--- src/bridge_pkg.sv ---
////////////////////////////////////////////////////////////
// bridge side definitions for the core top level
// addresses, save buffer sizes and the settings record
////////////////////////////////////////////////////////////

package bridge_pkg;

  // bridge bus as the core sees it, all on clk_74a
  typedef struct packed {
    logic [31:0] addr;
    logic        rd;
    logic        wr;
    logic [31:0] wr_data;
  } bridge_req_t;

  ////////////////////////////////////////////////////////////
  // write decoder addresses

  localparam logic [31:0] addr_cart_download = 32'h0000_0000;
  localparam logic [31:0] addr_is_color_cart = 32'h0000_0004;
  localparam logic [31:0] addr_bw_bios       = 32'h0000_0008;
  localparam logic [31:0] addr_color_bios    = 32'h0000_000C;
  localparam logic [31:0] addr_save_download = 32'h0000_0010;

  localparam logic [31:0] addr_reset         = 32'h0000_0050;
  localparam logic [31:0] addr_system        = 32'h0000_0100;
  localparam logic [31:0] addr_cpu_turbo     = 32'h0000_0110;

  localparam logic [31:0] addr_triple_buffer = 32'h0000_0200;
  localparam logic [31:0] addr_flickerblend  = 32'h0000_0204;
  localparam logic [31:0] addr_orientation   = 32'h0000_0208;
  localparam logic [31:0] addr_flip_h        = 32'h0000_020C;

  localparam logic [31:0] addr_ff_sound      = 32'h0000_0300;

  // save region is picked by the top address nibble
  localparam logic [3:0] save_region_nibble = 4'h2;

  localparam int save_addr_width = 10;
  localparam int save_data_width = 16;

  // external reset hold time, in clk_74a cycles
  localparam int reset_hold_cycles = 256;
  localparam int reset_count_width = $clog2(reset_hold_cycles + 1);

  typedef enum logic [1:0] {
    orient_auto       = 2'd0,
    orient_horizontal = 2'd1,
    orient_vertical   = 2'd2
  } orientation_e;

  typedef struct packed {
    logic [1:0]   system;
    logic         cpu_turbo;
    logic         triple_buffer;
    logic [1:0]   flickerblend;
    orientation_e orientation;
    logic         flip_h;
    logic         ff_sound;
    // download flags
    logic         cart_download;
    logic         is_color_cart;
    logic         bw_bios;
    logic         color_bios;
    logic         save_download;
  } core_settings_t;

  // one halfword access toward the save RAM
  typedef struct packed {
    logic                       valid;
    logic                       write;
    logic [save_addr_width-1:0] addr;
    logic [save_data_width-1:0] data;
  } save_req_t;

endpackage

--- src/settings_regs.sv ---
////////////////////////////////////////////////////////////
// settings register file written by the bridge
// also holds the external reset countdown
////////////////////////////////////////////////////////////

module settings_regs (
  input  logic                       clk_74a,
  input  logic                       pll_core_locked,
  input  bridge_pkg::bridge_req_t    bridge,
  output bridge_pkg::core_settings_t settings,
  output logic                       external_reset
);

  logic [bridge_pkg::reset_count_width-1:0] reset_count;

  // held high until the countdown drains
  assign external_reset = (reset_count != '0);

  always_ff @(posedge clk_74a or negedge pll_core_locked) begin
    if (!pll_core_locked) begin
      settings    <= '0;
      reset_count <= '0;
    end else begin
      if (reset_count != '0) begin
        reset_count <= reset_count - 1'b1;
      end

      if (bridge.wr) begin
        case (bridge.addr)
          bridge_pkg::addr_cart_download: begin
            settings.cart_download <= bridge.wr_data[0];
          end
          bridge_pkg::addr_is_color_cart: begin
            settings.is_color_cart <= bridge.wr_data[0];
          end
          bridge_pkg::addr_bw_bios: begin
            settings.bw_bios <= bridge.wr_data[0];
          end
          bridge_pkg::addr_color_bios: begin
            settings.color_bios <= bridge.wr_data[0];
          end
          bridge_pkg::addr_save_download: begin
            settings.save_download <= bridge.wr_data[0];
          end
          // restart the hold time on every write
          bridge_pkg::addr_reset: begin
            reset_count <= bridge_pkg::reset_count_width'(bridge_pkg::reset_hold_cycles);
          end
          bridge_pkg::addr_system: begin
            settings.system <= bridge.wr_data[1:0];
          end
          bridge_pkg::addr_cpu_turbo: begin
            settings.cpu_turbo <= bridge.wr_data[0];
          end
          bridge_pkg::addr_triple_buffer: begin
            settings.triple_buffer <= bridge.wr_data[0];
          end
          bridge_pkg::addr_flickerblend: begin
            settings.flickerblend <= bridge.wr_data[1:0];
          end
          bridge_pkg::addr_orientation: begin
            settings.orientation <= bridge_pkg::orientation_e'(bridge.wr_data[1:0]);
          end
          bridge_pkg::addr_flip_h: begin
            settings.flip_h <= bridge.wr_data[0];
          end
          bridge_pkg::addr_ff_sound: begin
            settings.ff_sound <= bridge.wr_data[0];
          end
          default: begin
            // other addresses are not settings
          end
        endcase
      end
    end
  end

endmodule

--- config.mk ---
export PLATFORM = sky130hd
export DESIGN_NAME = settings_regs
export DESIGN_NICKNAME = d
export VERILOG_FILES = /design/src/bridge_pkg.sv /design/src/settings_regs.sv
export SDC_FILE = /design/constraint.sdc
export NUM_CORES = 1
export LEC_CHECK = 0
export BUFFER_PORTS_ARGS = -buffer_cell sky130_fd_sc_hd__buf_4
export CORE_MARGIN = 1.5
export CORE_UTILIZATION = 42
export DETAILED_ROUTE_END_ITERATION = 8
export GPL_TIMING_DRIVEN = 0
export PLACE_DENSITY_LB_ADDON = 0.1
export SLEW_MARGIN = 20
export SYNTH_ARGS = -nofsm -noshare
export SYNTH_HDL_FRONTEND = slang
export SYNTH_SLANG_ARGS = --single-unit
--- constraint.sdc ---
create_clock -name clk_74a -period 2.21 [get_ports clk_74a]
set_clock_uncertainty 0.2 [all_clocks]
set_input_delay 0.5525 -clock clk_74a [delete_from_list [all_inputs] [get_ports clk_74a]]
set_output_delay 0.5525 -clock clk_74a [all_outputs]
set_load 0.02 [all_outputs]
==> results_dict.tcl <==
set metrics [dict create \
    status "finished clean" \
    leakage_nw 0.859 \
    grt_most_used_layer "met2" \
    finalHoldViolCount 0 \
    yosys_register_bits 24 \
    drive_gt1_share_pct 53.0 \
    synth_seq_area_share_pct 46.6 \
    power_density_nw_per_um2 397 \
    cts_tree "done" \
    setup-violations-final 0 \
    remaining_drc_errors 0 \
    critPathLaunchType "flop" \
    gr-usage-met3_pct 3.30 \
    diodes 0 \
    drtAntennaViolNets 0 \
    met1_usage_pct 25.9 \
    cts_max_level 1 \
    clkLatencyLatePin_ps 310 \
    drv_slew 0 \
    syn_area_um2 1290 \
    clockBufferDepth 2 \
    grtUsageMet2_pct 31.8 \
    dieArea_um2 3410 \
    drt_first_iter_violations 46 \
    critPathArrivalTime_ps 1450 \
    overflow 0 \
    gp_congestion 0.719 \
    yosysWarningCount 0 \
    start_util_pct 45.6 \
    clk_pin_slew_ps 130 \
    numCtsBuffers 3 \
    worst_slew_pin_slew_ps 586 \
    first_pass_iters 4 \
    coreArea_um2 2830 \
    final_common_cell "buf_4" \
    rsz0062_at_grt "yes" \
    nNetsFinal 251 \
    drt-vias-per-instance 5.53 \
    period_needed_ps 2200 \
    r2r_slack_ps 140 \
    grt_pass1_vias 1142 \
    synth.net_count 184 \
    cp.required_ps 1460 \
    ys_types 31 \
    hold_ws_ps 295 \
    vias 1173 \
    maxSlewHeadroom_pct 60.7 \
    grt_start_max_net_pins 25 \
    floorplan.rows 19 \
    final_cell_mix "buf_4 (60), dfrtp_1 (24), nor3_1 (13)" \
    path_class "reg -> out" \
    min_period_over_period_pct 99.7 \
    die_height_um 58.4 \
    port_buffers 52 \
    fmaxAchievable_ghz 0.454 \
    maxCapViolCount 0 \
    cp-end-kind "primary output" \
    cts_sinks 24 \
    ioPinCount 84 \
    grt_usage_pct 19.0 \
    avgSynthCellArea_um2 11.2 \
    synth_cells 115 \
    grt_pass1_wl_um 5110 \
    n_fill_cell 224 \
    die_w_um 58.4 \
    drt-wirelength-per-cell_um 14.5 \
    antenna_found_initial 0 \
    stdcell_count 212 \
    worstPathMaxFanout 2 \
    max-vdd-ir-drop_mv 0.367 \
    wl_um 3070 \
    syn2layout_area_growth_pct 46.9 \
    cts-root-buf "clkbuf_4" \
    hold_class "in -> reg" \
    dp.cells 198 \
    hpwl_um 2290 \
]
==> critical path: stages (launching register included) <==
cell     delay, ps
dfrtp_1        410
inv_2           70
ha_4           130
nor4b_4        250
nand2_2        120
buf_6          150
==> synth_stat cells <==
| cell | number | share of area, % |
|---|---|---|
| or3b_2 | 1 | 0.68 |
| or3_1 | 1 | 0.49 |
| a2bb2oi_1 | 1 | 0.68 |
| mux2_1 | 1 | 0.87 |
| buf_1 | 1 | 0.29 |
| nand3_1 | 2 | 0.78 |
| nor3_2 | 1 | 0.78 |
| mux2_4 | 2 | 2.3 |
| xnor2_1 | 3 | 2.0 |
| nor4_1 | 6 | 2.9 |
| nand4b_1 | 3 | 2.0 |
| nand2b_1 | 3 | 1.5 |
| nand4_1 | 5 | 2.4 |
| a21oi_1 | 3 | 1.2 |
| nand4b_4 | 1 | 1.8 |
| o21ai_0 | 2 | 0.78 |
| inv_1 | 3 | 0.87 |
| mux2_2 | 12 | 10 |
| or4_4 | 1 | 0.87 |
| dfrtp_1 | 24 | 47 |
| nor4b_1 | 1 | 0.68 |
| nor4_4 | 2 | 3.3 |
| nor3_1 | 13 | 5.0 |
| nor4b_4 | 1 | 1.8 |
| nor2_1 | 12 | 3.5 |
| a211oi_1 | 2 | 1.2 |
| nand2_1 | 3 | 0.87 |
| ha_1 | 1 | 0.97 |
| or2_2 | 2 | 0.97 |
| a2111oi_0 | 1 | 0.68 |
| nand3b_1 | 1 | 0.58 |
==> area by class of cell <==
cell class | count | area (µm²) | share of cell area [%]
multi-input combinational | 87 | 731 | 38.6
inverter | 3 | 11.3 | 0.595
sequential | 24 | 601 | 31.7
buffer | 1 | 3.75 | 0.198
timing repair buffer | 62 | 472 | 24.9
clock buffer | 4 | 36.3 | 1.92
tap | 31 | 38.8 | 2.05
==> stage by stage <==
stage               setup WS [ps]  instance area, µm²  total power [mW]  utilization (%)  setup TNS (ps)
floorplan                    4.29                1300             0.463                -               0
global placement             -335                1730             0.532             61.2           -5080
detailed placement           -350                1730             0.535             61.2           -5900
CTS                          18.7                1890             0.762             66.7               0
global route                -78.5                1890             0.785             66.9            -326
finish                       5.93                1890             0.751             66.9               0
==> layer usage <==
| metal | vias to the layer above | share of wire (%) |
|---|---|---|
| met1 | 553 | 44 |
| met5 | - | 0 |
| met2 | 48 | 47 |
| met4 | 0 | 0.52 |
| li1 | 570 | - |
| met3 | 2 | 8.5 |
==> logic make-up (layout without fill, tap and decap cells) <==
kind of cell / Yosys count / after routing / share of synthesized area [%]
buffers and inverters: 4 / 70 / 1.16
DFF: 24 / 24 / 46.6
adders and majority gates: 1 / 1 / 0.971
muxes: 15 / 15 / 13.7
AOI/OAI and AO/OA: 9 / 9 / 4.47
and+or+nand+nor: 59 / 59 / 31.1
xor gates and xnor gates: 3 / 3 / 2.04
==> final timing paths <==
kind | startpoint | endpoint | cells after the start
worst max-delay path | reset_count[0]$_DFF_PN0_ | external_reset | 5
worst min-delay path | bridge[1] | settings[14]$_DFFE_PN0P_ | 2
worst max register to register | reset_count[0]$_DFF_PN0_ | reset_count[7]$_DFF_PN0_ | 6
worst min register to register | settings[1]$_DFFE_PN0P_ | settings[1]$_DFFE_PN0P_ | 1
max in group asynchronous | pll_core_locked | settings[12]$_DFFE_PN0P_ | 2
min in group asynchronous | pll_core_locked | reset_count[0]$_DFF_PN0_ | 2
==> report_power, final <==
part	total (mW)	switching [mW]	internal, mW
registers	0.439	0.00000104	0.439
logic	0.0877	0.0376	0.0501
clock network	0.224	0.124	0.100
==> state kept, by name (all words and copies together), names as in the netlist <==
name	count
settings	15
reset_count	9
==> timing repair <==
item | 4_1_cts | 5_1_grt
pin swaps | 2 | 2
setup endpoints to repair | 4 | 5
resized for setup | 9 | 1
buffers inserted | 8 | 1
hold buffers | 1 | 0
endpoints found under the hold margin | 24 | 0
Note: power is estimated with default switching activity, not from simulation.
