==> config.mk <==
export PLATFORM = sky130hd
export DESIGN_NAME = save_loader
export DESIGN_NICKNAME = d
export VERILOG_FILES = /design/src/bridge_pkg.sv /design/src/save_loader.sv
export SDC_FILE = /design/constraint.sdc
export NUM_CORES = 1
export LEC_CHECK = 0
export ABC_AREA = 1
export BUFFER_PORTS_ARGS = -buffer_cell sky130_fd_sc_hd__clkbuf_2
export CORE_MARGIN = 3
export CORE_UTILIZATION = 42
export CTS_CLUSTER_DIAMETER = 120
export DETAILED_ROUTE_END_ITERATION = 7
export HOLD_SLACK_MARGIN = 0.08
export MAX_ROUTING_LAYER = met4
export PLACE_DENSITY = 0.78
export SYNTH_ARGS = -nofsm -noshare
export SYNTH_HDL_FRONTEND = slang
export SYNTH_SLANG_ARGS = --single-unit
==> constraint.sdc <==
create_clock -name clk_74a -period 2.23 [get_ports clk_74a]
set_input_delay 0.669 -clock clk_74a [delete_from_list [all_inputs] [get_ports clk_74a]]
set_output_delay 0.669 -clock clk_74a [all_outputs]
set_load 0.01 [all_outputs]
==> src/bridge_pkg.sv <==
////////////////////////////////////////////////////////////
// bridge side definitions for the core top level
// addresses, save buffer sizes and the settings record
////////////////////////////////////////////////////////////

package bridge_pkg;

  // bridge bus as the core sees it, all on clk_74a
  typedef struct packed {
    logic [31:0] addr;
    logic        rd;
    logic        wr;
    logic [31:0] wr_data;
  } bridge_req_t;

  ////////////////////////////////////////////////////////////
  // write decoder addresses

  localparam logic [31:0] addr_cart_download = 32'h0000_0000;
  localparam logic [31:0] addr_is_color_cart = 32'h0000_0004;
  localparam logic [31:0] addr_bw_bios       = 32'h0000_0008;
  localparam logic [31:0] addr_color_bios    = 32'h0000_000C;
  localparam logic [31:0] addr_save_download = 32'h0000_0010;

  localparam logic [31:0] addr_reset         = 32'h0000_0050;
  localparam logic [31:0] addr_system        = 32'h0000_0100;
  localparam logic [31:0] addr_cpu_turbo     = 32'h0000_0110;

  localparam logic [31:0] addr_triple_buffer = 32'h0000_0200;
  localparam logic [31:0] addr_flickerblend  = 32'h0000_0204;
  localparam logic [31:0] addr_orientation   = 32'h0000_0208;
  localparam logic [31:0] addr_flip_h        = 32'h0000_020C;

  localparam logic [31:0] addr_ff_sound      = 32'h0000_0300;

  // save region is picked by the top address nibble
  localparam logic [3:0] save_region_nibble = 4'h2;

  localparam int save_addr_width = 10;
  localparam int save_data_width = 16;

  // external reset hold time, in clk_74a cycles
  localparam int reset_hold_cycles = 256;
  localparam int reset_count_width = $clog2(reset_hold_cycles + 1);

  typedef enum logic [1:0] {
    orient_auto       = 2'd0,
    orient_horizontal = 2'd1,
    orient_vertical   = 2'd2
  } orientation_e;

  typedef struct packed {
    logic [1:0]   system;
    logic         cpu_turbo;
    logic         triple_buffer;
    logic [1:0]   flickerblend;
    orientation_e orientation;
    logic         flip_h;
    logic         ff_sound;
    // download flags
    logic         cart_download;
    logic         is_color_cart;
    logic         bw_bios;
    logic         color_bios;
    logic         save_download;
  } core_settings_t;

  // one halfword access toward the save RAM
  typedef struct packed {
    logic                       valid;
    logic                       write;
    logic [save_addr_width-1:0] addr;
    logic [save_data_width-1:0] data;
  } save_req_t;

endpackage

==> src/save_loader.sv <==
////////////////////////////////////////////////////////////
// splits a 32-bit bridge write in the save region into
// two halfword writes, high half to the even address first
////////////////////////////////////////////////////////////

module save_loader (
  input  logic                    clk_74a,
  input  logic                    pll_core_locked,
  input  bridge_pkg::bridge_req_t bridge,
  output bridge_pkg::save_req_t   req,
  input  logic                    grant
);

  typedef enum logic [1:0] {
    load_idle,
    load_high,
    load_low
  } load_state_e;

  load_state_e state;

  // halfword pair base, bit 0 comes from the state
  logic [bridge_pkg::save_addr_width-2:0] base_addr;
  logic [bridge_pkg::save_data_width-1:0] high_half;
  logic [bridge_pkg::save_data_width-1:0] low_half;
  logic                                   save_wr;

  assign save_wr = bridge.wr && (bridge.addr[31:28] == bridge_pkg::save_region_nibble);

  always_ff @(posedge clk_74a or negedge pll_core_locked) begin
    if (!pll_core_locked) begin
      state <= load_idle;
    end else begin
      case (state)
        load_idle: begin
          if (save_wr) begin
            state <= load_high;
          end
        end
        load_high: begin
          if (grant) begin
            state <= load_low;
          end
        end
        default: begin
          if (grant) begin
            state <= load_idle;
          end
        end
      endcase
    end
  end

  always_ff @(posedge clk_74a) begin
    if (state == load_idle && save_wr) begin
      base_addr <= bridge.addr[bridge_pkg::save_addr_width:2];
      high_half <= bridge.wr_data[31:16];
      low_half  <= bridge.wr_data[15:0];
    end
  end

  // big endian, even halfword carries bits 31:16
  always_comb begin
    req.valid = (state != load_idle);
    req.write = 1'b1;
    req.addr  = {base_addr, state == load_low};
    req.data  = (state == load_low) ? low_half : high_half;
  end

endmodule

==> out/summary.json <==
{
  "run_status": {"value": "finished clean"},
  "post-cts-setup-buffers": {"value": 0},
  "whs": {"value": 171, "unit": "ps"},
  "post_synth.cell_area_avg": {"value": 14.2, "unit": "um2"},
  "achievable-frequency": {"value": 484, "unit": "MHz"},
  "finalCritPeriodShare": {"value": 0.926},
  "clk_latency": {"value": 280, "unit": "ps"},
  "setup.worst_path.end_class": {"value": "output port"},
  "critical_path_data_arrival_time": {"value": 1400, "unit": "ps"},
  "numPortBuffers": {"value": 75},
  "layout_min_cycle_time": {"value": 2060, "unit": "ps"},
  "viasPerCell": {"value": 4.37},
  "routed-via-count": {"value": 1049},
  "max_stage_delay": {"value": 400, "unit": "ps"},
  "drtAntennaViolNets": {"value": 0},
  "first_global_vias": {"value": 1079},
  "slew_viol_final": {"value": 0},
  "vdd_ir_drop_max": {"value": 629, "unit": "uV"},
  "global_route.usage.total": {"value": 0.144},
  "synthesis.nets": {"value": 182},
  "synth_top_cell_area_share": {"value": 0.770},
  "final_hold_viol_count": {"value": 0},
  "clk_root_buffer_cell": {"value": "sky130_fd_sc_hd__clkbuf_8"},
  "finClkSkew": {"value": 5.31, "unit": "ps"},
  "placement_rows": {"value": 21},
  "floorplan.initialDensity": {"value": 0.458},
  "grt_overflow_total": {"value": 0},
  "drv.max_cap_violation_count": {"value": 0},
  "cts_tree": {"value": "built"},
  "fill_cells": {"value": 304},
  "design.core.area": {"value": 3490, "unit": "um2"},
  "crit_chain": {"value": "inv_2 -> nand2_4 -> inv_6 -> nand2_1 -> nand2_1 -> clkbuf_2"},
  "die_area": {"value": 4580, "unit": "um2"},
  "worstPathMaxFanout": {"value": 17},
  "clkSlewWorstSetupHoldPaths": {"value": 70, "unit": "ps"},
  "setup_tns": {"value": 0, "unit": "ps"},
  "synthMostInstantiatedCell": {"value": "sky130_fd_sc_hd__nand2_1"},
  "nets_final": {"value": 263},
  "dieWidth": {"value": 67.7, "unit": "um"},
  "antenna_cells_inserted": {"value": 0},
  "synth_enable_flop_cells": {"value": 41},
  "synth_top_cells_by_area": {"value": "sky130_fd_sc_hd__edfxtp_1 77%, sky130_fd_sc_hd__nand2_1 11%, sky130_fd_sc_hd__dfrtp_1 3.1%"},
  "synthCells": {"value": 113},
  "cts.htree.levels": {"value": 2},
  "yosys_warnings": {"value": 0},
  "synth_commonest_cells": {"value": "48 x sky130_fd_sc_hd__nand2_1, 41 x sky130_fd_sc_hd__edfxtp_1, 6 x sky130_fd_sc_hd__nand2_2"},
  "synth_sequential_area_ratio": {"value": 0.801},
  "synth.lib_cells_used.distinct": {"value": 14},
  "worstHoldPathType": {"value": "in -> async"},
  "cts-hold-fix-buffers": {"value": 0},
  "tritoncts_sinks": {"value": 43},
  "route.final.wire_length": {"value": 2970, "unit": "um"},
  "detail_route.wl_per_cell": {"value": 12.4, "unit": "um"},
  "multi_input_comb_area": {"value": 255, "unit": "um2"},
  "postLayoutCoreUtil": {"value": 0.605},
  "cp_common_cell": {"value": "sky130_fd_sc_hd__nand2_1"},
  "drtPass1Iterations": {"value": 4},
  "remaining_drc_errors": {"value": 0},
  "dr.first_iter.drc_count": {"value": 25},
  "yosysTopAreaCell": {"value": "sky130_fd_sc_hd__edfxtp_1"},
  "seqCellArea": {"value": 1280, "unit": "um2"},
  "p_per_area": {"value": 899, "unit": "nW/um2"},
  "worstSetupStartpointType": {"value": "flop"},
  "cts_buffers": {"value": 5},
  "gp_congestion": {"value": 0.768},
  "total_leakage_power": {"value": 0.000974, "unit": "uW"},
  "place_hpwl": {"value": 2310, "unit": "um"},
  "synthFlopType": {"value": "sky130_fd_sc_hd__edfxtp_1"},
  "grt_first_pass_wirelength": {"value": 4610, "unit": "um"},
  "drive_gt1_frac": {"value": 0.474},
  "die_height": {"value": 67.7, "unit": "um"},
  "cpMaxStageDelayCell": {"value": "sky130_fd_sc_hd__dfrtp_1"},
  "finalSetupViolations": {"value": 0},
  "grt_max_degree": {"value": 25},
  "async_reset_ff_frac": {"value": 0.0465},
  "syn-cell-area": {"value": 1600, "unit": "um2"},
  "timing_worst_setup_path_type": {"value": "reg -> out"},
  "clk_path_buf_depth": {"value": 2},
  "required": {"value": 1560, "unit": "ps"},
  "grt_antenna_before_repair": {"value": 0},
  "pin_count": {"value": 97},
  "postSynthRegisterBits": {"value": 43},
  "post_cts_resize_count": {"value": 0},
  "setup_repair_after_global_routing_missed_its_margin": {"value": "false"},
  "area_growth": {"value": 32.2, "unit": "%"}
}
-- final timing paths --
| kind | slack, ps | cells past startpoint | endpoint | startpoint |
|---|---|---|---|---|
| min reg2reg | 550 | 2 | state[1] | state[0] |
| min in group clk_74a | 550 | 2 | state[1] | state[0] |
| max | 170 | 6 | req[10] | state[0] |
| min | 170 | 1 | state[1] | pll_core_locked |
| max in group asynchronous | 1960 | 1 | state[0] | pll_core_locked |
| max reg2reg | 730 | 6 | low_half[7] | state[1] |
-- kinds of logic (layout without fill, tap and decap cells) --
group,count (synthesis),after routing,synth area share
simple gates,59,59,0.154
buf+inv,9,90,0.0391
other cells,1,1,0.00235
compound gates,1,1,0.00313
flops,43,43,0.801
-- critical path: cells and delay by family, from the launching register on --
kind,cells,cell delay (ps)
buffers and inverters,3,420
AND/OR/NAND/NOR,3,290
flip-flops,1,400
-- report_power, final --
part | switching, uW | internal (uW) | leakage, uW | total [uW]
registers | 13.6 | 907 | 0.000397 | 921
clock network | 223 | 328 | 0.0000513 | 551
logic | 271 | 160 | 0.000525 | 431
total | 507 | 1390 | 0.000974 | 1900
-- layer usage --
metal | up-vias | global-route usage | part of all wire
met4 | 0 | 0.0456 | 0.0034
met1 | 473 | 0.165 | 0.38
li1 | 534 | - | -
met5 | - | - | 0
met2 | 40 | 0.249 | 0.55
met3 | 2 | 0.0316 | 0.065
-- per-stage QoR --
stage | setup WS, ps | instances | cell area [um2] | power [uW]
2_1_floorplan | 104 | 113 | 1600 | 1220
3_3_place_gp | 468 | 233 | 2010 | 1370
3_5_place_dp | 452 | 233 | 2010 | 1380
4_1_cts | 146 | 240 | 2110 | 1920
5_1_grt | 60.6 | 240 | 2110 | 2000
6_report | 165 | 240 | 2110 | 1900
-- registers in the layout (all words and copies together) (netlist names) --
signal and flops:
low_half 16, base_addr 9, high_half 16, state 2
-- layout make-up --
class,instances,share of cell area
flip-flops and latches,43,0.606
repair buffers,77,0.185
multi-input cells,61,0.121
clock buffers,6,0.0343
well taps,46,0.0272
clock inverters,1,0.0142
inverters,6,0.0130
-- placed cells by master (no fill, tap or decap), drive strengths merged --
master and count:
conb 1, inv 6, nand2 55, clkbuf 81
o21ai 1, nor2 2, dfrtp 2, bufinv 1
edfxtp 41, nand3 2, buf 2
Note: power is estimated with default switching activity, not from simulation.
