--- config.mk ---
export PLATFORM = sky130hd
export DESIGN_NAME = video_conditioner
export DESIGN_NICKNAME = d
export VERILOG_FILES = /design/src/bridge_pkg.sv /design/src/video_pkg.sv /design/src/video_conditioner.sv
export SDC_FILE = /design/constraint.sdc
export NUM_CORES = 1
export LEC_CHECK = 0
export BUFFER_PORTS_ARGS = -buffer_cell sky130_fd_sc_hd__buf_2
export CELL_PAD_IN_SITES_DETAIL_PLACEMENT = 1
export CELL_PAD_IN_SITES_GLOBAL_PLACEMENT = 2
export CORE_MARGIN = 2
export CORE_UTILIZATION = 28
export CTS_BUF_LIST = sky130_fd_sc_hd__clkbuf_4 sky130_fd_sc_hd__clkbuf_8 sky130_fd_sc_hd__clkbuf_16
export CTS_CLUSTER_DIAMETER = 100
export CTS_CLUSTER_SIZE = 28
export DETAILED_ROUTE_END_ITERATION = 16
export GPL_ROUTABILITY_DRIVEN = 0
export HOLD_SLACK_MARGIN = 0.05
export PLACE_DENSITY = 0.86
export SKIP_CTS_REPAIR_TIMING = 1
export SLEW_MARGIN = 30
export SYNTH_ARGS = -nofsm -noshare
export SYNTH_HDL_FRONTEND = slang
export SYNTH_SLANG_ARGS = --single-unit
--- constraint.sdc ---
create_clock -name clk_74a -period 3.3 [get_ports clk_74a]
set_input_delay 0.33 -clock clk_74a [delete_from_list [all_inputs] [get_ports clk_74a]]
set_output_delay 0.33 -clock clk_74a [all_outputs]
set_load 0.03 [all_outputs]
--- src/bridge_pkg.sv ---
////////////////////////////////////////////////////////////
// bridge side definitions for the core top level
// addresses, save buffer sizes and the settings record
////////////////////////////////////////////////////////////

package bridge_pkg;

  // bridge bus as the core sees it, all on clk_74a
  typedef struct packed {
    logic [31:0] addr;
    logic        rd;
    logic        wr;
    logic [31:0] wr_data;
  } bridge_req_t;

  ////////////////////////////////////////////////////////////
  // write decoder addresses

  localparam logic [31:0] addr_cart_download = 32'h0000_0000;
  localparam logic [31:0] addr_is_color_cart = 32'h0000_0004;
  localparam logic [31:0] addr_bw_bios       = 32'h0000_0008;
  localparam logic [31:0] addr_color_bios    = 32'h0000_000C;
  localparam logic [31:0] addr_save_download = 32'h0000_0010;

  localparam logic [31:0] addr_reset         = 32'h0000_0050;
  localparam logic [31:0] addr_system        = 32'h0000_0100;
  localparam logic [31:0] addr_cpu_turbo     = 32'h0000_0110;

  localparam logic [31:0] addr_triple_buffer = 32'h0000_0200;
  localparam logic [31:0] addr_flickerblend  = 32'h0000_0204;
  localparam logic [31:0] addr_orientation   = 32'h0000_0208;
  localparam logic [31:0] addr_flip_h        = 32'h0000_020C;

  localparam logic [31:0] addr_ff_sound      = 32'h0000_0300;

  // save region is picked by the top address nibble
  localparam logic [3:0] save_region_nibble = 4'h2;

  localparam int save_addr_width = 10;
  localparam int save_data_width = 16;

  // external reset hold time, in clk_74a cycles
  localparam int reset_hold_cycles = 256;
  localparam int reset_count_width = $clog2(reset_hold_cycles + 1);

  typedef enum logic [1:0] {
    orient_auto       = 2'd0,
    orient_horizontal = 2'd1,
    orient_vertical   = 2'd2
  } orientation_e;

  typedef struct packed {
    logic [1:0]   system;
    logic         cpu_turbo;
    logic         triple_buffer;
    logic [1:0]   flickerblend;
    orientation_e orientation;
    logic         flip_h;
    logic         ff_sound;
    // download flags
    logic         cart_download;
    logic         is_color_cart;
    logic         bw_bios;
    logic         color_bios;
    logic         save_download;
  } core_settings_t;

  // one halfword access toward the save RAM
  typedef struct packed {
    logic                       valid;
    logic                       write;
    logic [save_addr_width-1:0] addr;
    logic [save_data_width-1:0] data;
  } save_req_t;

endpackage

--- src/video_pkg.sv ---
////////////////////////////////////////////////////////////
// video records between the core and the scaler output
// plus the sync delay and slot word constants
////////////////////////////////////////////////////////////

package video_pkg;

  // levels straight from the core
  typedef struct packed {
    logic        hblank;
    logic        vblank;
    logic        hsync;
    logic        vsync;
    logic [23:0] rgb;
  } video_in_t;

  // scaler side, sync as single cycle pulses
  typedef struct packed {
    logic        de;
    logic        hs;
    logic        vs;
    logic [23:0] rgb;
  } video_out_t;

  // hs is pushed away from vs by this many cycles
  localparam int                  hs_delay_width = 3;
  localparam logic [hs_delay_width-1:0] hs_delay_start = 3'd7;

  // slot word bit that carries the orientation
  localparam int slot_orientation_bit = 13;

endpackage
--- src/video_conditioner.sv ---
////////////////////////////////////////////////////////////
// turns core blanking and sync levels into scaler video:
// data enable, sync pulses and the orientation slot word
////////////////////////////////////////////////////////////

module video_conditioner (
  input  logic                     clk_74a,
  input  logic                     pll_core_locked,
  input  video_pkg::video_in_t     video_in,
  input  logic                     is_vertical,
  input  bridge_pkg::orientation_e orientation,
  output video_pkg::video_out_t    video_out
);

  logic [video_pkg::hs_delay_width-1:0] hs_delay;
  logic                                 de_prev;
  logic                                 hs_prev;
  logic                                 vs_prev;
  logic                                 de;
  logic                                 orient_bit;
  logic [23:0]                          slot_rgb;

  assign de = ~(video_in.hblank | video_in.vblank);

  // any vertical orientation selects the second slot
  always_comb begin
    case (orientation)
      bridge_pkg::orient_auto:     orient_bit = is_vertical;
      bridge_pkg::orient_vertical: orient_bit = 1'b1;
      default:                     orient_bit = 1'b0;
    endcase
  end

  always_comb begin
    slot_rgb = '0;
    slot_rgb[video_pkg::slot_orientation_bit] = orient_bit;
  end

  ////////////////////////////////////////////////////////////
  // output register stage

  always_ff @(posedge clk_74a or negedge pll_core_locked) begin
    if (!pll_core_locked) begin
      video_out <= '0;
      hs_delay  <= '0;
      de_prev   <= 1'b0;
      hs_prev   <= 1'b0;
      vs_prev   <= 1'b0;
    end else begin
      video_out.de <= de;
      // vs on the rising edge of the core vsync
      video_out.vs <= video_in.vsync && !vs_prev;
      video_out.hs <= (hs_delay == video_pkg::hs_delay_width'(1));

      if (de) begin
        video_out.rgb <= video_in.rgb;
      end else if (de_prev) begin
        // first blank cycle after active video
        video_out.rgb <= slot_rgb;
      end else begin
        video_out.rgb <= '0;
      end

      // hs held back so it never lands on the vs pulse
      if (video_in.hsync && !hs_prev) begin
        hs_delay <= video_pkg::hs_delay_start;
      end else if (hs_delay != '0) begin
        hs_delay <= hs_delay - 1'b1;
      end

      de_prev <= de;
      hs_prev <= video_in.hsync;
      vs_prev <= video_in.vsync;
    end
  end

endmodule

==> impl_results.md, run 1 <==
* Pleak at 0.000884 uW
* Die Wd at 67.3 um
* Worst-Margin Slew at 0.714 ns
* VDD IR max at 298 uV
* DRC viols at 0
* Total CTS buffers at 5
* Tcrit/Tclk final at 0.376
* Worst-path cell chain: inv_1, ha_1, nand2b_4, mux2_4, nand2_2
* Worst path arrival time at 1.47 ns
* Status: completed
* Die height at 67.3 um
* Sequential area share after synthesis at 0.713
* Largest net degree at the start of global routing at 33
* Clock Latency Late Sink at 0.28 ns
* Top Ports at 60
* Yosys cell types at 18
* Bufs on Longest Clock Path at 2
* Critical Path Sink Type: flip-flop
* CTS tree: built
* Most frequent cells in the layout: 59 x buf_2, 32 x dfrtp_1, 23 x and2_1
* Vias/cell at 4.12
* CTS clk-pin slew, worst paths at 0.06 ns
* Area of the multi-input gates at 294 um^2
* Synth Register Bits at 32
* F_max at 806 MHz
* Final WL at 2320 um
* WP data required at 3.53 ns
* Clock sinks at 32
* PwrDens at 590 nW/um^2
* Rows at 23
* Synthesized area per cell at 14.2 um^2
* Share of cells above drive strength 1 at 0.500
* Number of global-route vias before repair at 867
* Crit-path max FO at 3
* Worst rel slew slack at 0.523
* Port buffer count at 59
* Antenna Cells at 0
* Post-Syn Area at 1120 um^2
* Full die area at 4530 um^2
* Synthesized Nets at 115
* Fill cell count at 466
* Slowest-stage cell, CP: dfrtp_1
* Cell count after synthesis at 79
* Worst hold margin at 0.0791 ns
* Slew Viols, Final at 0
* Biggest cell delay along the critical path at 0.39 ns
* Setup crit start kind: flip-flop
* Core region area at 3910 um^2
* Vias after detailed routing at 791
* Period minus WS final at 1.24 ns
* CTS root buffer: clkbuf_8
* Reg area at 801 um^2
* Grt total ovfl at 0
* Most common cell after layout, fill and taps aside: buf_2
* Largest cells by area after synthesis: dfrtp_1 71%, and2_1 13%, ha_1 3.3%, buf_4 1.3%, mux2_4 1.3%
* Antenna-violating nets left at 0
* Antenna violations before repair at 0
* Placed cell area at 1460 um^2
* Hold WC Path Type: in2async
* Starting DRC count in detailed routing at 18
* Synth top area share at 0.713
* Fin nets at 178
* Fin. Hold Viols at 0
* Setup TNS at 0 ns
* Power Total at 909 uW
* Clk_skew at 0.00207 ns
* Synth area leader: dfrtp_1
* Initial core utilization at 0.287
* Finished Cell Area at 1540 um^2
* Synth warnings at 0
* Wire per inst at 12.1 um
* First-pass GRT wire length at 3620 um
* Drt pass-1 iters at 2
* GRT Util Overall at 0.117
* H-tree level count at 2
* Max Cap Viol at 0
* Setup CP Type: reg2reg
* RSZ-0062 raised after global routing: false
* Area grow syn2layout at 37.3%
* Setup violators final at 0
cell families after synthesis:
kind of cell             share of synthesized area
AO/OA/AOI/OAI                              0.00892
XOR/XNOR                                   0.00781
adder cells (fa/ha/maj)                     0.0334
buffers and inverters                       0.0245
flip-flops                                   0.713
multiplexers                                0.0223
AND/OR/NAND/NOR                              0.190
synthesized netlist by cell type:
cell type / count
clkbuf_2: 1
nand2_2: 1
inv_1: 2
nor2_2: 1
xnor2_1: 1
o21ai_0: 2
nor2_1: 1
nand2b_4: 1
and2_1: 23
nand2_1: 3
nor2b_1: 2
dfrtp_1: 32
nand2b_1: 1
and2b_2: 1
ha_1: 3
mux2i_1: 1
buf_4: 2
mux2_4: 1
sequential cells by signal (all words and copies together), names as in the netlist:
name,cells
de_prev,1
hs_delay,3
hs_prev,1
video_out,26
vs_prev,1
worst max-delay path: cells and delay by family (launching register included):
| kind | cells | cell delay (ns) |
|---|---|---|
| buf+inv | 1 | 0.09 |
| simple gates | 2 | 0.16 |
| fa+ha+maj | 1 | 0.25 |
| flops | 1 | 0.39 |
| mux | 1 | 0.30 |
worst paths after layout:
kind | startpoint | to | slack [ns] | cells after the start
max in group asynchronous | pll_core_locked | video_out[25] | 2.78 | 1
worst min-delay path | pll_core_locked | video_out[14] | 0.08 | 1
worst max register to register | hs_delay[0] | hs_delay[1] | 2.06 | 5
worst min register to register | vs_prev | video_out[24] | 0.40 | 1
min in group clk_74a | video_in[24] | vs_prev | 0.17 | 1
worst max-delay path | hs_delay[0] | hs_delay[1] | 2.06 | 5
power by group:
| group | switching (uW) | internal (uW) |
|---|---|---|
| Combinational | 99.1 | 81.8 |
| Clock | 135 | 151 |
| Sequential | 16.4 | 426 |
per-stage QoR:
| step | std cells | worst slack [ns] | util |
|---|---|---|---|
| CTS | 192 | 2.05 | 0.394 |
| global placement | 185 | 1.98 | 0.373 |
| floorplan | 79 | 2.16 | - |
| global route | 192 | 2.01 | 0.394 |
| detailed placement | 185 | 1.88 | 0.373 |
| finish | 192 | 2.06 | 0.394 |
cell type report:
class	count	share of cell area
tap	50	0.0406
clock buffer	6	0.0495
inverter	2	0.00487
clock inverter	1	0.00325
timing repair buffer	59	0.192
sequential	32	0.519
multi-input combinational	42	0.191
routing by layer:
metal,part of all wire,up-vias,GRT usage
met5,0,-,0
li1,-,361,-
met3,0.13,4,0.0867
met4,0.019,0,0.0689
met1,0.34,381,0.109
met2,0.50,45,0.184
(Power assumes the default switching activity.)
==> run 2, diff against run 1 <==
--- a/config.mk
+++ b/config.mk
@@ -9,14 +9,14 @@
 export CELL_PAD_IN_SITES_DETAIL_PLACEMENT = 1
 export CELL_PAD_IN_SITES_GLOBAL_PLACEMENT = 2
 export CORE_MARGIN = 2
-export CORE_UTILIZATION = 28
+export CORE_UTILIZATION = 26
 export CTS_BUF_LIST = sky130_fd_sc_hd__clkbuf_4 sky130_fd_sc_hd__clkbuf_8 sky130_fd_sc_hd__clkbuf_16
 export CTS_CLUSTER_DIAMETER = 100
 export CTS_CLUSTER_SIZE = 28
 export DETAILED_ROUTE_END_ITERATION = 16
 export GPL_ROUTABILITY_DRIVEN = 0
 export HOLD_SLACK_MARGIN = 0.05
-export PLACE_DENSITY = 0.86
+export PLACE_DENSITY = 0.81
 export SKIP_CTS_REPAIR_TIMING = 1
 export SLEW_MARGIN = 30
 export SYNTH_ARGS = -nofsm -noshare
==> constraint.sdc (replaced) <==
create_clock -name clk_74a -period 1.15 [get_ports clk_74a]
set_input_delay 0.115 -clock clk_74a [delete_from_list [all_inputs] [get_ports clk_74a]]
set_output_delay 0.115 -clock clk_74a [all_outputs]
set_load 0.03 [all_outputs]
==> run 2 against run 1 <==
  * Total power grew to 3.5 times the previous value
  * Worst setup slack lost 2.0 ns
  * Sequential cell count unchanged
  * Utilization increased by 5.9 points
  * Clock skew hardly changed
  * Hold slack worse by 0.039 ns
  * Via count increased by 10%
==> impl_results.md, run 2 (same netlist as run 1, synthesis figures left out) <==
* Period minus WS final at 1.13 ns
* Slew Viols, Final at 0
* DP HPWL at 1920 um
* Setup TNS at 0 ns
* Setup crit start kind: flip-flop
* PwrDens at 1700 nW/um^2
* Largest net degree at the start of global routing at 33
* CTS clk-pin slew, worst paths at 0.07 ns
* Vias after detailed routing at 874
* Fin nets at 203
* Status: completed
* Clk_skew at 0.00216 ns
* Die height at 69.7 um
* Most common cell after layout, fill and taps aside: buf_2
* Critical Path Sink Type: flip-flop
* Share of cells above drive strength 1 at 0.470
* Largest register FFs at 26
* Vias/cell at 4.01
* Placed Cells at 189
* Crit-path max FO at 2
* Finished Cell Area at 1850 um^2
* CTS root buffer: clkbuf_8
* Setup CP Type: reg2reg
* Worst rel slew slack at 0.872
* Worst-path cell chain: inv_2, ha_4, nand2b_4, mux2_4, nand2_2
* Top Ports at 60
* Slowest-stage cell, CP: dfrtp_1
* Fin cells at 218
* Worst path arrival time at 1.35 ns
* Grt total ovfl at 0
* Placed cell area at 1500 um^2
* Fill cell count at 463
* Number of global-route vias before repair at 920
* Tcrit/Tclk final at 0.981
* Pleak at 0.00101 uW
* First-pass GRT wire length at 4210 um
* Worst-Margin Slew at 0.192 ns
* Max Cap Viol at 0
* Register share of total power at 0.402
* Clock sinks at 32
* Total CTS buffers at 5
* Clock Power Share at 0.373
* Hold WC Path Type: in2reg
* CTS tree: built
* H-tree level count at 2
* Clock Latency Late Sink at 0.28 ns
* Fin. Hold Viols at 0
* Port buffer count at 59
* Starting DRC count in detailed routing at 19
* Register with the most flip-flops: video_out
* Net Sw Frac at 0.257
* DRC viols at 0
* Most frequent cells in the layout: 59 x buf_2, 32 x dfrtp_1, 23 x and2_1
* Drt pass-1 iters at 3
* Area grow syn2layout at 65.0%
* Full die area at 4860 um^2
* VDD IR max at 820 uV
* Antenna-violating nets left at 0
* Internal at 2340 uW
* Core region area at 4090 um^2
* GRT Util Overall at 0.115
* Die Wd at 69.7 um
* Top Registers: video_out x26, hs_delay x3
* WP data required at 1.37 ns
* Wire per inst at 13.2 um
* Antenna violations before repair at 0
* Biggest cell delay along the critical path at 0.40 ns
* Rows at 23
* Bufs on Longest Clock Path at 2
* Power Total at 3150 uW
* Comb power frac at 0.225
* Switching power at 810 uW
* Antenna Cells at 0
* Final WL at 2890 um
* F_max at 886 MHz
* RSZ-0062 raised after global routing: true
* Initial core utilization at 0.275
* Setup violators final at 0
run 2: changes by cell type in the layout (fill, tap and decap cells not counted):
cell	before	now
ha_4	0	1
clkbuf_8	5	7
dlygate4sd3_1	0	21
bufinv_16	0	1
clkinv_2	1	0
buf_4	0	3
clkbuf_4	1	0
ha_1	3	2
buf_12	0	1
inv_1	2	0
inv_2	0	2
run 2: stage by stage:
step                hold slack, ns  utilization  setup slack, ns
floorplan                   -0.181            -          0.00714
global placement            0.0794        0.368           0.0376
detailed placement          0.0854        0.368          -0.0609
CTS                         -0.224        0.399          -0.0792
global route                0.0497        0.453          -0.0219
finish                      0.0399        0.453           0.0214
run 2: worst max-delay path, delay by kind of cell (launching register included):
| family | cells | cell delay, ns |
|---|---|---|
| flops | 1 | 0.40 |
| mux | 1 | 0.31 |
| fa+ha+maj | 1 | 0.15 |
| simple gates | 2 | 0.12 |
| buf+inv | 1 | 0.09 |
run 2: final timing paths:
path	startpoint	to	slack [ns]	cells after the start
worst max-delay path	hs_delay[0]	hs_delay[1]	0.02	5
worst min-delay path	video_in[13]	video_out[13]	0.04	3
worst max register to register	hs_delay[0]	hs_delay[1]	0.02	5
worst min register to register	vs_prev	video_out[24]	0.40	1
max in group asynchronous	pll_core_locked	video_out[16]	0.65	3
min in group asynchronous	pll_core_locked	video_out[1]	0.32	3
run 2: power groups by stage:
stage	clock (uW)	sequential (uW)	combinational (uW)
2_1_floorplan	0	1370	276
3_3_place_gp	0	1270	564
5_1_grt	1270	1280	778
6_report	1180	1270	708
3_5_place_dp	0	1280	618
4_1_cts	1210	1260	621
run 2: area by class of cell:
| cell class | instances | area, um^2 | area share |
|---|---|---|---|
| inverter | 2 | 7.51 | 0.00405 |
| clock inverter | 1 | 30.0 | 0.0162 |
| clock buffer | 7 | 96.3 | 0.0520 |
| multi-input combinational | 42 | 307 | 0.166 |
| sequential | 32 | 801 | 0.432 |
| tap | 50 | 62.6 | 0.0338 |
| timing repair buffer | 84 | 548 | 0.296 |
run 2: metal layers:
metal  vias to the layer above  part of all wire  GRT usage
met5                         -                 0          0
met4                         0             0.022     0.0705
met3                         7              0.12     0.0669
met2                        48              0.46      0.171
met1                       405              0.40      0.127
li1                        414                 -          -
