===== src/bridge_pkg.sv =====
////////////////////////////////////////////////////////////
// bridge side definitions for the core top level
// addresses, save buffer sizes and the settings record
////////////////////////////////////////////////////////////

package bridge_pkg;

  // bridge bus as the core sees it, all on clk_74a
  typedef struct packed {
    logic [31:0] addr;
    logic        rd;
    logic        wr;
    logic [31:0] wr_data;
  } bridge_req_t;

  ////////////////////////////////////////////////////////////
  // write decoder addresses

  localparam logic [31:0] addr_cart_download = 32'h0000_0000;
  localparam logic [31:0] addr_is_color_cart = 32'h0000_0004;
  localparam logic [31:0] addr_bw_bios       = 32'h0000_0008;
  localparam logic [31:0] addr_color_bios    = 32'h0000_000C;
  localparam logic [31:0] addr_save_download = 32'h0000_0010;

  localparam logic [31:0] addr_reset         = 32'h0000_0050;
  localparam logic [31:0] addr_system        = 32'h0000_0100;
  localparam logic [31:0] addr_cpu_turbo     = 32'h0000_0110;

  localparam logic [31:0] addr_triple_buffer = 32'h0000_0200;
  localparam logic [31:0] addr_flickerblend  = 32'h0000_0204;
  localparam logic [31:0] addr_orientation   = 32'h0000_0208;
  localparam logic [31:0] addr_flip_h        = 32'h0000_020C;

  localparam logic [31:0] addr_ff_sound      = 32'h0000_0300;

  // save region is picked by the top address nibble
  localparam logic [3:0] save_region_nibble = 4'h2;

  localparam int save_addr_width = 10;
  localparam int save_data_width = 16;

  // external reset hold time, in clk_74a cycles
  localparam int reset_hold_cycles = 256;
  localparam int reset_count_width = $clog2(reset_hold_cycles + 1);

  typedef enum logic [1:0] {
    orient_auto       = 2'd0,
    orient_horizontal = 2'd1,
    orient_vertical   = 2'd2
  } orientation_e;

  typedef struct packed {
    logic [1:0]   system;
    logic         cpu_turbo;
    logic         triple_buffer;
    logic [1:0]   flickerblend;
    orientation_e orientation;
    logic         flip_h;
    logic         ff_sound;
    // download flags
    logic         cart_download;
    logic         is_color_cart;
    logic         bw_bios;
    logic         color_bios;
    logic         save_download;
  } core_settings_t;

  // one halfword access toward the save RAM
  typedef struct packed {
    logic                       valid;
    logic                       write;
    logic [save_addr_width-1:0] addr;
    logic [save_data_width-1:0] data;
  } save_req_t;

endpackage


===== src/save_unloader.sv =====
////////////////////////////////////////////////////////////
// answers a bridge read in the save region with two
// halfword reads and keeps the assembled 32-bit word
////////////////////////////////////////////////////////////

module save_unloader (
  input  logic                                   clk_74a,
  input  logic                                   pll_core_locked,
  input  bridge_pkg::bridge_req_t                bridge,
  output bridge_pkg::save_req_t                  req,
  input  logic                                   grant,
  input  logic [bridge_pkg::save_data_width-1:0] ram_data,
  output logic [31:0]                            rd_word
);

  typedef enum logic [1:0] {
    unload_idle,
    unload_high,
    unload_low,
    unload_done
  } unload_state_e;

  unload_state_e state;

  logic [bridge_pkg::save_addr_width-2:0] base_addr;
  logic                                   save_rd;

  assign save_rd = bridge.rd && (bridge.addr[31:28] == bridge_pkg::save_region_nibble);

  always_ff @(posedge clk_74a or negedge pll_core_locked) begin
    if (!pll_core_locked) begin
      state <= unload_idle;
    end else begin
      case (state)
        unload_idle: begin
          if (save_rd) begin
            state <= unload_high;
          end
        end
        unload_high: begin
          if (grant) begin
            state <= unload_low;
          end
        end
        unload_low: begin
          if (grant) begin
            state <= unload_done;
          end
        end
        default: begin
          state <= unload_idle;
        end
      endcase
    end
  end

  // the RAM keeps its read data until the next granted read,
  // so the even half is still there when the odd read is granted
  always_ff @(posedge clk_74a) begin
    if (state == unload_idle && save_rd) begin
      base_addr <= bridge.addr[bridge_pkg::save_addr_width:2];
    end
    if (state == unload_low && grant) begin
      rd_word[31:16] <= ram_data;
    end
    if (state == unload_done) begin
      rd_word[15:0] <= ram_data;
    end
  end

  always_comb begin
    req.valid = (state == unload_high) || (state == unload_low);
    req.write = 1'b0;
    req.addr  = {base_addr, state == unload_low};
    req.data  = '0;
  end

endmodule


===== config.mk =====
export PLATFORM = sky130hd
export DESIGN_NAME = save_unloader
export DESIGN_NICKNAME = d
export VERILOG_FILES = /design/src/bridge_pkg.sv /design/src/save_unloader.sv
export SDC_FILE = /design/constraint.sdc
export NUM_CORES = 1
export LEC_CHECK = 0
export BUFFER_PORTS_ARGS = -buffer_cell sky130_fd_sc_hd__buf_2
export CORE_MARGIN = 1
export CORE_UTILIZATION = 39
export CTS_BUF_LIST = sky130_fd_sc_hd__clkbuf_16
export DETAILED_ROUTE_END_ITERATION = 7
export PLACE_DENSITY = 0.92
export SLEW_MARGIN = 0
export SYNTH_ARGS = -nofsm -noshare
export SYNTH_HDL_FRONTEND = slang
export SYNTH_SLANG_ARGS = --single-unit

===== constraint.sdc =====
create_clock -name clk_74a -period 3.52 [get_ports clk_74a]
set_input_delay 0.352 -clock clk_74a [delete_from_list [all_inputs] [get_ports clk_74a]]
set_output_delay 0.352 -clock clk_74a [all_outputs]
set_load 0.01 [all_outputs]

==> results.sh, run 1 <==
export IMPL_synth_top_cell_area_share=0.7904
export IMPL_cp_arrival_ns=1.91
export IMPL_grt_pass1_vias=807
export IMPL_io_buffer_count=75
export IMPL_fin_hold_ws_ns=0.2531
export IMPL_via_count=900
export IMPL_status="finished clean"
export IMPL_htreeDepth=2
export IMPL_grt_pass1_wl_um=3960
export IMPL_cts_root_buf="clkbuf_16"
export IMPL_drv_cap=0
export IMPL_end_kind="flip-flop"
export IMPL_nets=248
export IMPL_synthToLayoutAreaGrowth_pct=33.41
export IMPL_drt_wl_total_um=2715
export IMPL_cp_data_required_time_ns=3.42
export IMPL_drt_iter0_drc=76
export IMPL_final_cells=208
export IMPL_p_leak_nw=0.9047
export IMPL_yosysTopAreaCell="edfxtp_1"
export IMPL_setup_worst_path_class="flip-flop to flip-flop"
export IMPL_utilization=0.5551
export IMPL_io_pins=145
export IMPL_yosysWarningCount=0
export IMPL_grtUsageTotal=0.1360
export IMPL_initial_core_util=0.4161
export IMPL_ys_ff_latch=43
export IMPL_vias_per_cell=4.327
export IMPL_die_area_sq_um=4251
export IMPL_synth_commonest_cells="41 x edfxtp_1, 17 x buf_4, 4 x ha_1"
export IMPL_dp_cells=199
export IMPL_ir_drop_uv=268.5
export IMPL_hold_class="input pin to flip-flop"
export IMPL_antenna_cells=0
export IMPL_place_ws_ns=1.479
export IMPL_netlist_instances=77
export IMPL_drc=0
export IMPL_rows=22
export IMPL_gpl_final_weighted_congestion=0.6365
export IMPL_final_hold_viol_count=0
export IMPL_ys_types=15
export IMPL_async_reset_ff_frac=0.04651
export IMPL_tightest_slew_ns=0.9259
export IMPL_antenna_found_initial=0
export IMPL_drv_slew=0
export IMPL_setup_viol=0
export IMPL_finalWorstSetupSlack_ns=1.501
export IMPL_cts_setup_buffers=0
export IMPL_cts_tree="done"
export IMPL_clock_path_buffers=2
export IMPL_synth_ff_type="edfxtp_1"
export IMPL_path_max_fanout=9
export IMPL_syn_area_per_cell_sq_um=20.23
export IMPL_worstSetupStartpointType="flip-flop"
export IMPL_drive_gt1_frac=0.5250
export IMPL_dpl_cell_area_sq_um=1932
export IMPL_clk_pin_slew_ns=0.05
export IMPL_numCtsBuffers=5
export IMPL_dieWidth_um=65.20
export IMPL_min_period_ns=2.019
export IMPL_p_total_mw=1.472
export IMPL_post_cts_resized=0
export IMPL_dpl_hpwl_um=2165
export IMPL_finClkSkew_ns=0.004078
export IMPL_fin_area_sq_um=2078
export IMPL_antenna_left=0
export IMPL_core_area_sq_um=3744
export IMPL_synth_top_cells_by_area="edfxtp_1 79%, buf_4 8.2%, dfrtp_1 3.2%"
export IMPL_n_fill_cell=310
export IMPL_fmax_ghz=0.4953
export IMPL_p_per_area_nw_per_um2=708.1
export IMPL_grt_max_degree=18
export IMPL_drt_pass1_iterations=3
export IMPL_ys_seq_area_frac=0.8225
export IMPL_fp_dieH_um=65.20
export IMPL_hold_buffers=1
export IMPL_totalNegativeSetupSlack_ns=0
export IMPL_synth_edf_count=41
export IMPL_overflow=0
export IMPL_cts_sinks=43
export IMPL_clkLatencyLatePin_ns=0.27
export IMPL_routedWlPerCell_um=13.05
export IMPL_finalCritPeriodShare=0.5736
export IMPL_mappedNetlistArea_sq_um=1558
export IMPL_relSlewSlack=0.3811
export IMPL_rsz0062_at_grt="no"
export IMPL_synth_most_common_cell="edfxtp_1"
## registers in the layout, summed over array words and instances, names as in the netlist
name and cells:
rd_word 32, base_addr 9, state 2
## cells by family (layout without fill, tap and decap cells)
kind of cell | count (synthesis) | after routing | share of synthesized area
compound gates | 3 | 3 | 0.02008
fa+ha+maj | 4 | 4 | 0.03213
buf+inv | 20 | 87 | 0.08915
flops | 43 | 43 | 0.8225
mux | 2 | 2 | 0.01606
other cells | 1 | 17 | 0.002407
simple gates | 4 | 4 | 0.01767
## where the power goes
part	switching, mW	internal, mW	leakage (nW)
logic	0.205	0.140	0.433
registers	0.0330	0.687	0.401
clock network	0.152	0.254	0.0701
total	0.390	1.08	0.905
## metal layers
layer	vias to the layer above	GRT usage	routed length (um)	part of all wire
li1	413	-	-	-
met1	417	0.1694	1117	0.41
met2	65	0.2088	1261	0.46
met3	5	0.02951	263	0.097
met4	0	0.09783	72	0.027
met5	-	0	0	0
## layout make-up
type	count	area [sq um]	area share
well taps	48	60.06	0.02890
repair buffers	76	385.4	0.1854
flip-flops and latches	43	1281	0.6165
multi-input cells	30	203.9	0.09813
clock buffers	5	125.1	0.06020
clock inverters	3	11.26	0.005418
inverters	3	11.26	0.005418
## path summary, 6_finish.rpt
check	start	to	slack [ns]	depth (start not counted)
max	state[0]	base_addr[0]	1.50	4
min	bridge[43]	base_addr[7]	0.25	1
max reg2reg	state[0]	base_addr[0]	1.50	4
min reg2reg	state[1]	state[1]	0.58	1
max in group asynchronous	pll_core_locked	state[0]	3.04	2
min in group asynchronous	pll_core_locked	state[1]	0.39	2
## critical path: stages, from the launching register on
cell,delay [ns]
dfrtp_1,0.40
inv_1,0.11
ha_1,0.22
inv_1,0.09
nor4b_2,0.82
## layout by cell type (no fill, tap or decap)
cell / synthesis / final
buf_2: 0 / 75
edfxtp_1: 41 / 41
conb_1: 1 / 17
clkbuf_16: 0 / 5
inv_1: 3 / 4
ha_1: 4 / 4
clkinv_1: 0 / 2
dfrtp_1: 2 / 2
and2_1: 1 / 1
and3b_1: 1 / 1
nor4b_2: 0 / 1
o21bai_1: 1 / 1
nor2_1: 1 / 1
o21ai_2: 1 / 1
o221ai_2: 1 / 1
mux2i_1: 1 / 1
mux2_4: 1 / 1
dlygate4sd3_1: 0 / 1
Note: power is estimated with default switching activity, not from simulation.
==> run 2: changes to the inputs <==
CORE_UTILIZATION = 33   (was 39)
PLACE_DENSITY = 0.84   (was 0.92)
clock period = 1.83 ns   (was 3.52 ns; I/O delays follow)
==> results.sh, run 2 (synthesis results as in run 1) <==
export IMPL_status="finished, violations left"
export IMPL_violations="DRC"
export IMPL_drt_wl_total_um=2678
export IMPL_dpl_hpwl_um=2039
export IMPL_cp_data_required_time_ns=1.81
export IMPL_cp_arrival_ns=1.54
export IMPL_io_pins=145
export IMPL_drv_slew=0
export IMPL_ir_drop_uv=523.2
export IMPL_clk_pin_slew_ns=0.06
export IMPL_drt_iter0_drc=97
export IMPL_drc=24
export IMPL_gpl_final_weighted_congestion=0.6830
export IMPL_antenna_found_initial=0
export IMPL_fp_dieH_um=70.71
export IMPL_p_leak_nw=0.9457
export IMPL_routedWlPerCell_um=12.46
export IMPL_drv_cap=0
export IMPL_drive_gt1_frac=0.5460
export IMPL_largestRegisters="rd_word x32, base_addr x9, state x2"
export IMPL_die_area_sq_um=4999
export IMPL_min_period_ns=1.558
export IMPL_cts_root_buf="clkbuf_16"
export IMPL_core_area_sq_um=4444
export IMPL_met1_usage=0.09381
export IMPL_via_count=910
export IMPL_grt_pass1_vias=847
export IMPL_overflow=0
export IMPL_cts_setup_buffers=0
export IMPL_worstSetupStartpointType="flip-flop"
export IMPL_path_max_fanout=9
export IMPL_globalRouteMet2Util=0.2105
export IMPL_htreeDepth=2
export IMPL_post_cts_resized=0
export IMPL_met3_usage=0.03419
export IMPL_totalNegativeSetupSlack_ns=0
export IMPL_grt_max_degree=17
export IMPL_utilization=0.4856
export IMPL_dieWidth_um=70.71
export IMPL_nets=251
export IMPL_end_kind="flip-flop"
export IMPL_hold_class="input pin to flip-flop"
export IMPL_clock_path_buffers=2
export IMPL_drt_pass1_iterations=6
export IMPL_setup_viol=0
export IMPL_rsz0062_at_grt="no"
export IMPL_final_common_cell="buf_2"
export IMPL_p_per_area_nw_per_um2=1462
export IMPL_hold_path_depth=1
export IMPL_rows=24
export IMPL_grtUsageTotal=0.1061
export IMPL_synthToLayoutAreaGrowth_pct=38.55
export IMPL_numCtsBuffers=5
export IMPL_initial_core_util=0.3505
export IMPL_vias_per_cell=4.233
export IMPL_antenna_left=0
export IMPL_fmax_ghz=0.6418
export IMPL_largest_reg_flops=32
export IMPL_finClkSkew_ns=0.001728
export IMPL_final_cell_mix="75 x buf_2, 41 x edfxtp_1, 17 x conb_1, 5 x clkbuf_16"
export IMPL_finalCritPeriodShare=0.8514
export IMPL_gr_max_usage_layer="met2"
export IMPL_grt_pass1_wl_um=3905
export IMPL_clkLatencyLatePin_ns=0.27
export IMPL_io_buffer_count=75
export IMPL_max_flop_register="rd_word"
export IMPL_cts_tree="done"
export IMPL_cts_sinks=43
export IMPL_setup_worst_path_class="flip-flop to flip-flop"
export IMPL_antenna_cells=0
export IMPL_final_hold_viol_count=0
export IMPL_r2r_cells=5
[run 2: worst max-delay path: stages (launching register included)]
cell and delay, ns:
dfrtp_1 0.42, inv_1 0.09, ha_1 0.20, inv_1 0.09
nor4b_2 0.26, buf_4 0.21
[run 2: per-stage QoR]
| step | cell area (sq um) | total power [mW] | hold WS (ns) | setup slack, ns | std cells |
|---|---|---|---|---|---|
| after floorplan | 1624 | 1.827 | -0.1126 | 0.02941 | 93 |
| after global placement | 1959 | 2.064 | -0.02707 | 0.2760 | 206 |
| final | 2158 | 3.156 | 0.08239 | 0.2719 | 215 |
| after detailed placement | 1959 | 2.095 | -0.02691 | 0.2626 | 206 |
| after global routing | 2158 | 3.302 | 0.07496 | 0.1433 | 215 |
| after CTS | 2158 | 3.191 | 0.07733 | 0.2556 | 215 |
[run 2: area by class of cell]
type                    count  area [sq um]
fillers                   370          2286
flip-flops and latches     43          1281
repair buffers             79         407.9
multi-input cells          30         203.9
clock buffers               5         125.1
well taps                  52         65.06
clock inverters             3         63.81
inverters                   3         11.26
[run 2: metal layers]
metal	vias up	wire [um]
met5	-	0
met4	0	38
met3	4	322
met2	67	1437
met1	423	880
li1	416	-
[run 2: what timing repair did]
item,CTS,global route
endpoints found under the setup margin,0,0
hold buffers,1,0
endpoints found under the hold margin,2,0
[run 2: worst paths after layout]
kind / slack [ns] / end / from
max: 0.27 / base_addr[8] / state[1]
min: 0.08 / base_addr[4] / bridge[40]
max reg2reg: 0.27 / base_addr[8] / state[1]
min reg2reg: 0.61 / state[1] / state[1]
max in group asynchronous: 1.51 / state[0] / pll_core_locked
min in group asynchronous: 0.22 / state[1] / pll_core_locked
[run 2: power by group]
group | internal (mW) | switching [mW]
Sequential | 1.32 | 0.0544
Clock | 0.775 | 0.317
Combinational | 0.287 | 0.407
Total | 2.38 | 0.778
==> run 3: changes to the inputs <==
REMOVE_ABC_BUFFERS = 1   (was unset)
==> results.sh, run 3 (synthesis results as in run 1) <==
export IMPL_clkLatencyLatePin_ns=0.27
export IMPL_gpl_final_weighted_congestion=0.7081
export IMPL_die_area_sq_um=4999
export IMPL_antenna_found_initial=0
export IMPL_finalCritPeriodShare=0.8713
export IMPL_dpl_hpwl_um=2003
export IMPL_crit_path_cell_trace="inv_1 -> ha_1 -> inv_1 -> nor4b_2 -> buf_4"
export IMPL_clock_path_buffers=2
export IMPL_nets=251
export IMPL_htreeDepth=2
export IMPL_cts_tree="done"
export IMPL_path_max_fanout=9
export IMPL_cp_slowest_cell="dfrtp_1"
export IMPL_cts_sinks=43
export IMPL_min_to="base_addr[7]"
export IMPL_cp_arrival_ns=1.58
export IMPL_clk_pin_slew_ns=0.06
export IMPL_grt_max_degree=17
export IMPL_initial_core_util=0.3505
export IMPL_p_leak_nw=0.9176
export IMPL_final_common_cell="buf_2"
export IMPL_fp_dieH_um=70.71
export IMPL_max_flop_register="rd_word"
export IMPL_worstHoldStart="bridge[43]"
export IMPL_core_area_sq_um=4444
export IMPL_end_kind="flip-flop"
export IMPL_dieWidth_um=70.71
export IMPL_cts_setup_buffers=0
export IMPL_finClkSkew_ns=0.004171
export IMPL_p_total_mw=2.859
export IMPL_violations="DRC"
export IMPL_fin_area_sq_um=2103
export IMPL_drive_gt1_frac=0.5432
export IMPL_p_per_area_nw_per_um2=1359
export IMPL_antenna_left=0
export IMPL_min_period_ns=1.595
export IMPL_totalNegativeSetupSlack_ns=0
export IMPL_rsz0062_at_grt="no"
export IMPL_drv_cap=0
export IMPL_drt_iter0_drc=39
export IMPL_worstSetupStartpointType="flip-flop"
export IMPL_status="finished, violations left"
export IMPL_cp_data_required_time_ns=1.81
export IMPL_drc=15
export IMPL_ir_drop_uv=687.4
export IMPL_path_common_cell="inv_1"
export IMPL_io_pins=145
export IMPL_dpl_cell_area_sq_um=1959
export IMPL_largestRegisters="rd_word x32, base_addr x9, state x2"
export IMPL_max_stage_delay_ns=0.39
export IMPL_via_count=915
export IMPL_cts_root_buf="clkbuf_16"
export IMPL_drv_slew=0
export IMPL_grt_pass1_vias=881
export IMPL_final_cell_mix="75 x buf_2, 41 x edfxtp_1, 17 x conb_1, 5 x clkbuf_16, 4 x ha_1"
export IMPL_routedWlPerCell_um=12.32
export IMPL_grt_pass1_wl_um=3864
export IMPL_path_buf_inv=3
export IMPL_hold_class="input pin to flip-flop"
export IMPL_drt_pass1_iterations=5
export IMPL_critical_path_top_delay_family="buffers and inverters"
export IMPL_rows=24
export IMPL_reg2reg_to="base_addr[3]"
export IMPL_fmax_ghz=0.6271
export IMPL_antenna_cells=0
export IMPL_largest_reg_flops=32
export IMPL_drt_wl_total_um=2637
export IMPL_hold_path_depth=1
export IMPL_final_hold_viol_count=0
export IMPL_setup_worst_path_class="flip-flop to flip-flop"
export IMPL_post_cts_resized=0
export IMPL_grtUsageTotal=0.1079
export IMPL_reg2reg_slack_ns=0.24
export IMPL_vias_per_cell=4.276
export IMPL_setup_viol=0
export IMPL_overflow=0
export IMPL_io_buffer_count=75
export IMPL_synthToLayoutAreaGrowth_pct=35.02
export IMPL_reg2reg_from="state[0]"
export IMPL_r2r_cells=5
export IMPL_numCtsBuffers=5
-- run 3: changes by cell type in the layout (fill, tap and decap cells not counted) --
| cell | before | now |
|---|---|---|
| clkinv_1 | 0 | 1 |
| bufinv_16 | 2 | 0 |
| clkinv_2 | 0 | 1 |
| inv_1 | 4 | 3 |
-- run 3: per-stage QoR --
stage          std cells  hold slack, ns    util  setup WS, ns
6_report             214         0.08167  0.4733        0.2355
5_1_grt              214         0.07071  0.4733        0.1304
4_1_cts              214         0.07605  0.4733        0.2247
3_5_place_dp         206        -0.02919  0.4409        0.2413
3_3_place_gp         206        -0.02942  0.4409        0.2747
2_1_floorplan         76         -0.1126       -       -0.4027
-- run 3: per-layer routing --
metal  GRT usage  vias to the layer above  routed length (um)
li1            -                      416                   -
met1     0.09357                      419                 904
met2      0.1966                       80                1359
met3     0.06980                        0                 374
met4     0.04000                        0                   0
met5           0                        -                   0
-- run 3: final cells by class --
type,instances,area [sq um]
Fill cell,389,2341
Sequential cell,43,1281
Timing Repair Buffer,79,407.9
Multi-Input combinational cell,30,203.9
Clock buffer,5,125.1
Tap cell,52,65.06
Inverter,3,11.26
Clock inverter,2,8.758
-- run 3: how the worst max path moves through the flow --
stage               startpoint            to  cells past startpoint
detailed placement    state[0]  base_addr[3]                      5
CTS                   state[0]  base_addr[3]                      5
floorplan             state[0]  base_addr[0]                      4
global route          state[1]  base_addr[1]                      5
finish                state[0]  base_addr[3]                      5
global placement      state[0]  base_addr[3]                      5
-- run 3: power breakdown --
part / switching (mW) / internal, mW / total [mW]
sequential: 0.0522 / 1.32 / 1.37
clock: 0.307 / 0.489 / 0.796
combinational: 0.409 / 0.287 / 0.695
total: 0.768 / 2.09 / 2.86
-- run 3: repair_timing --
action	CTS	global route
endpoints found under the hold margin	2	0
hold buffers	1	0
endpoints found under the setup margin	0	0
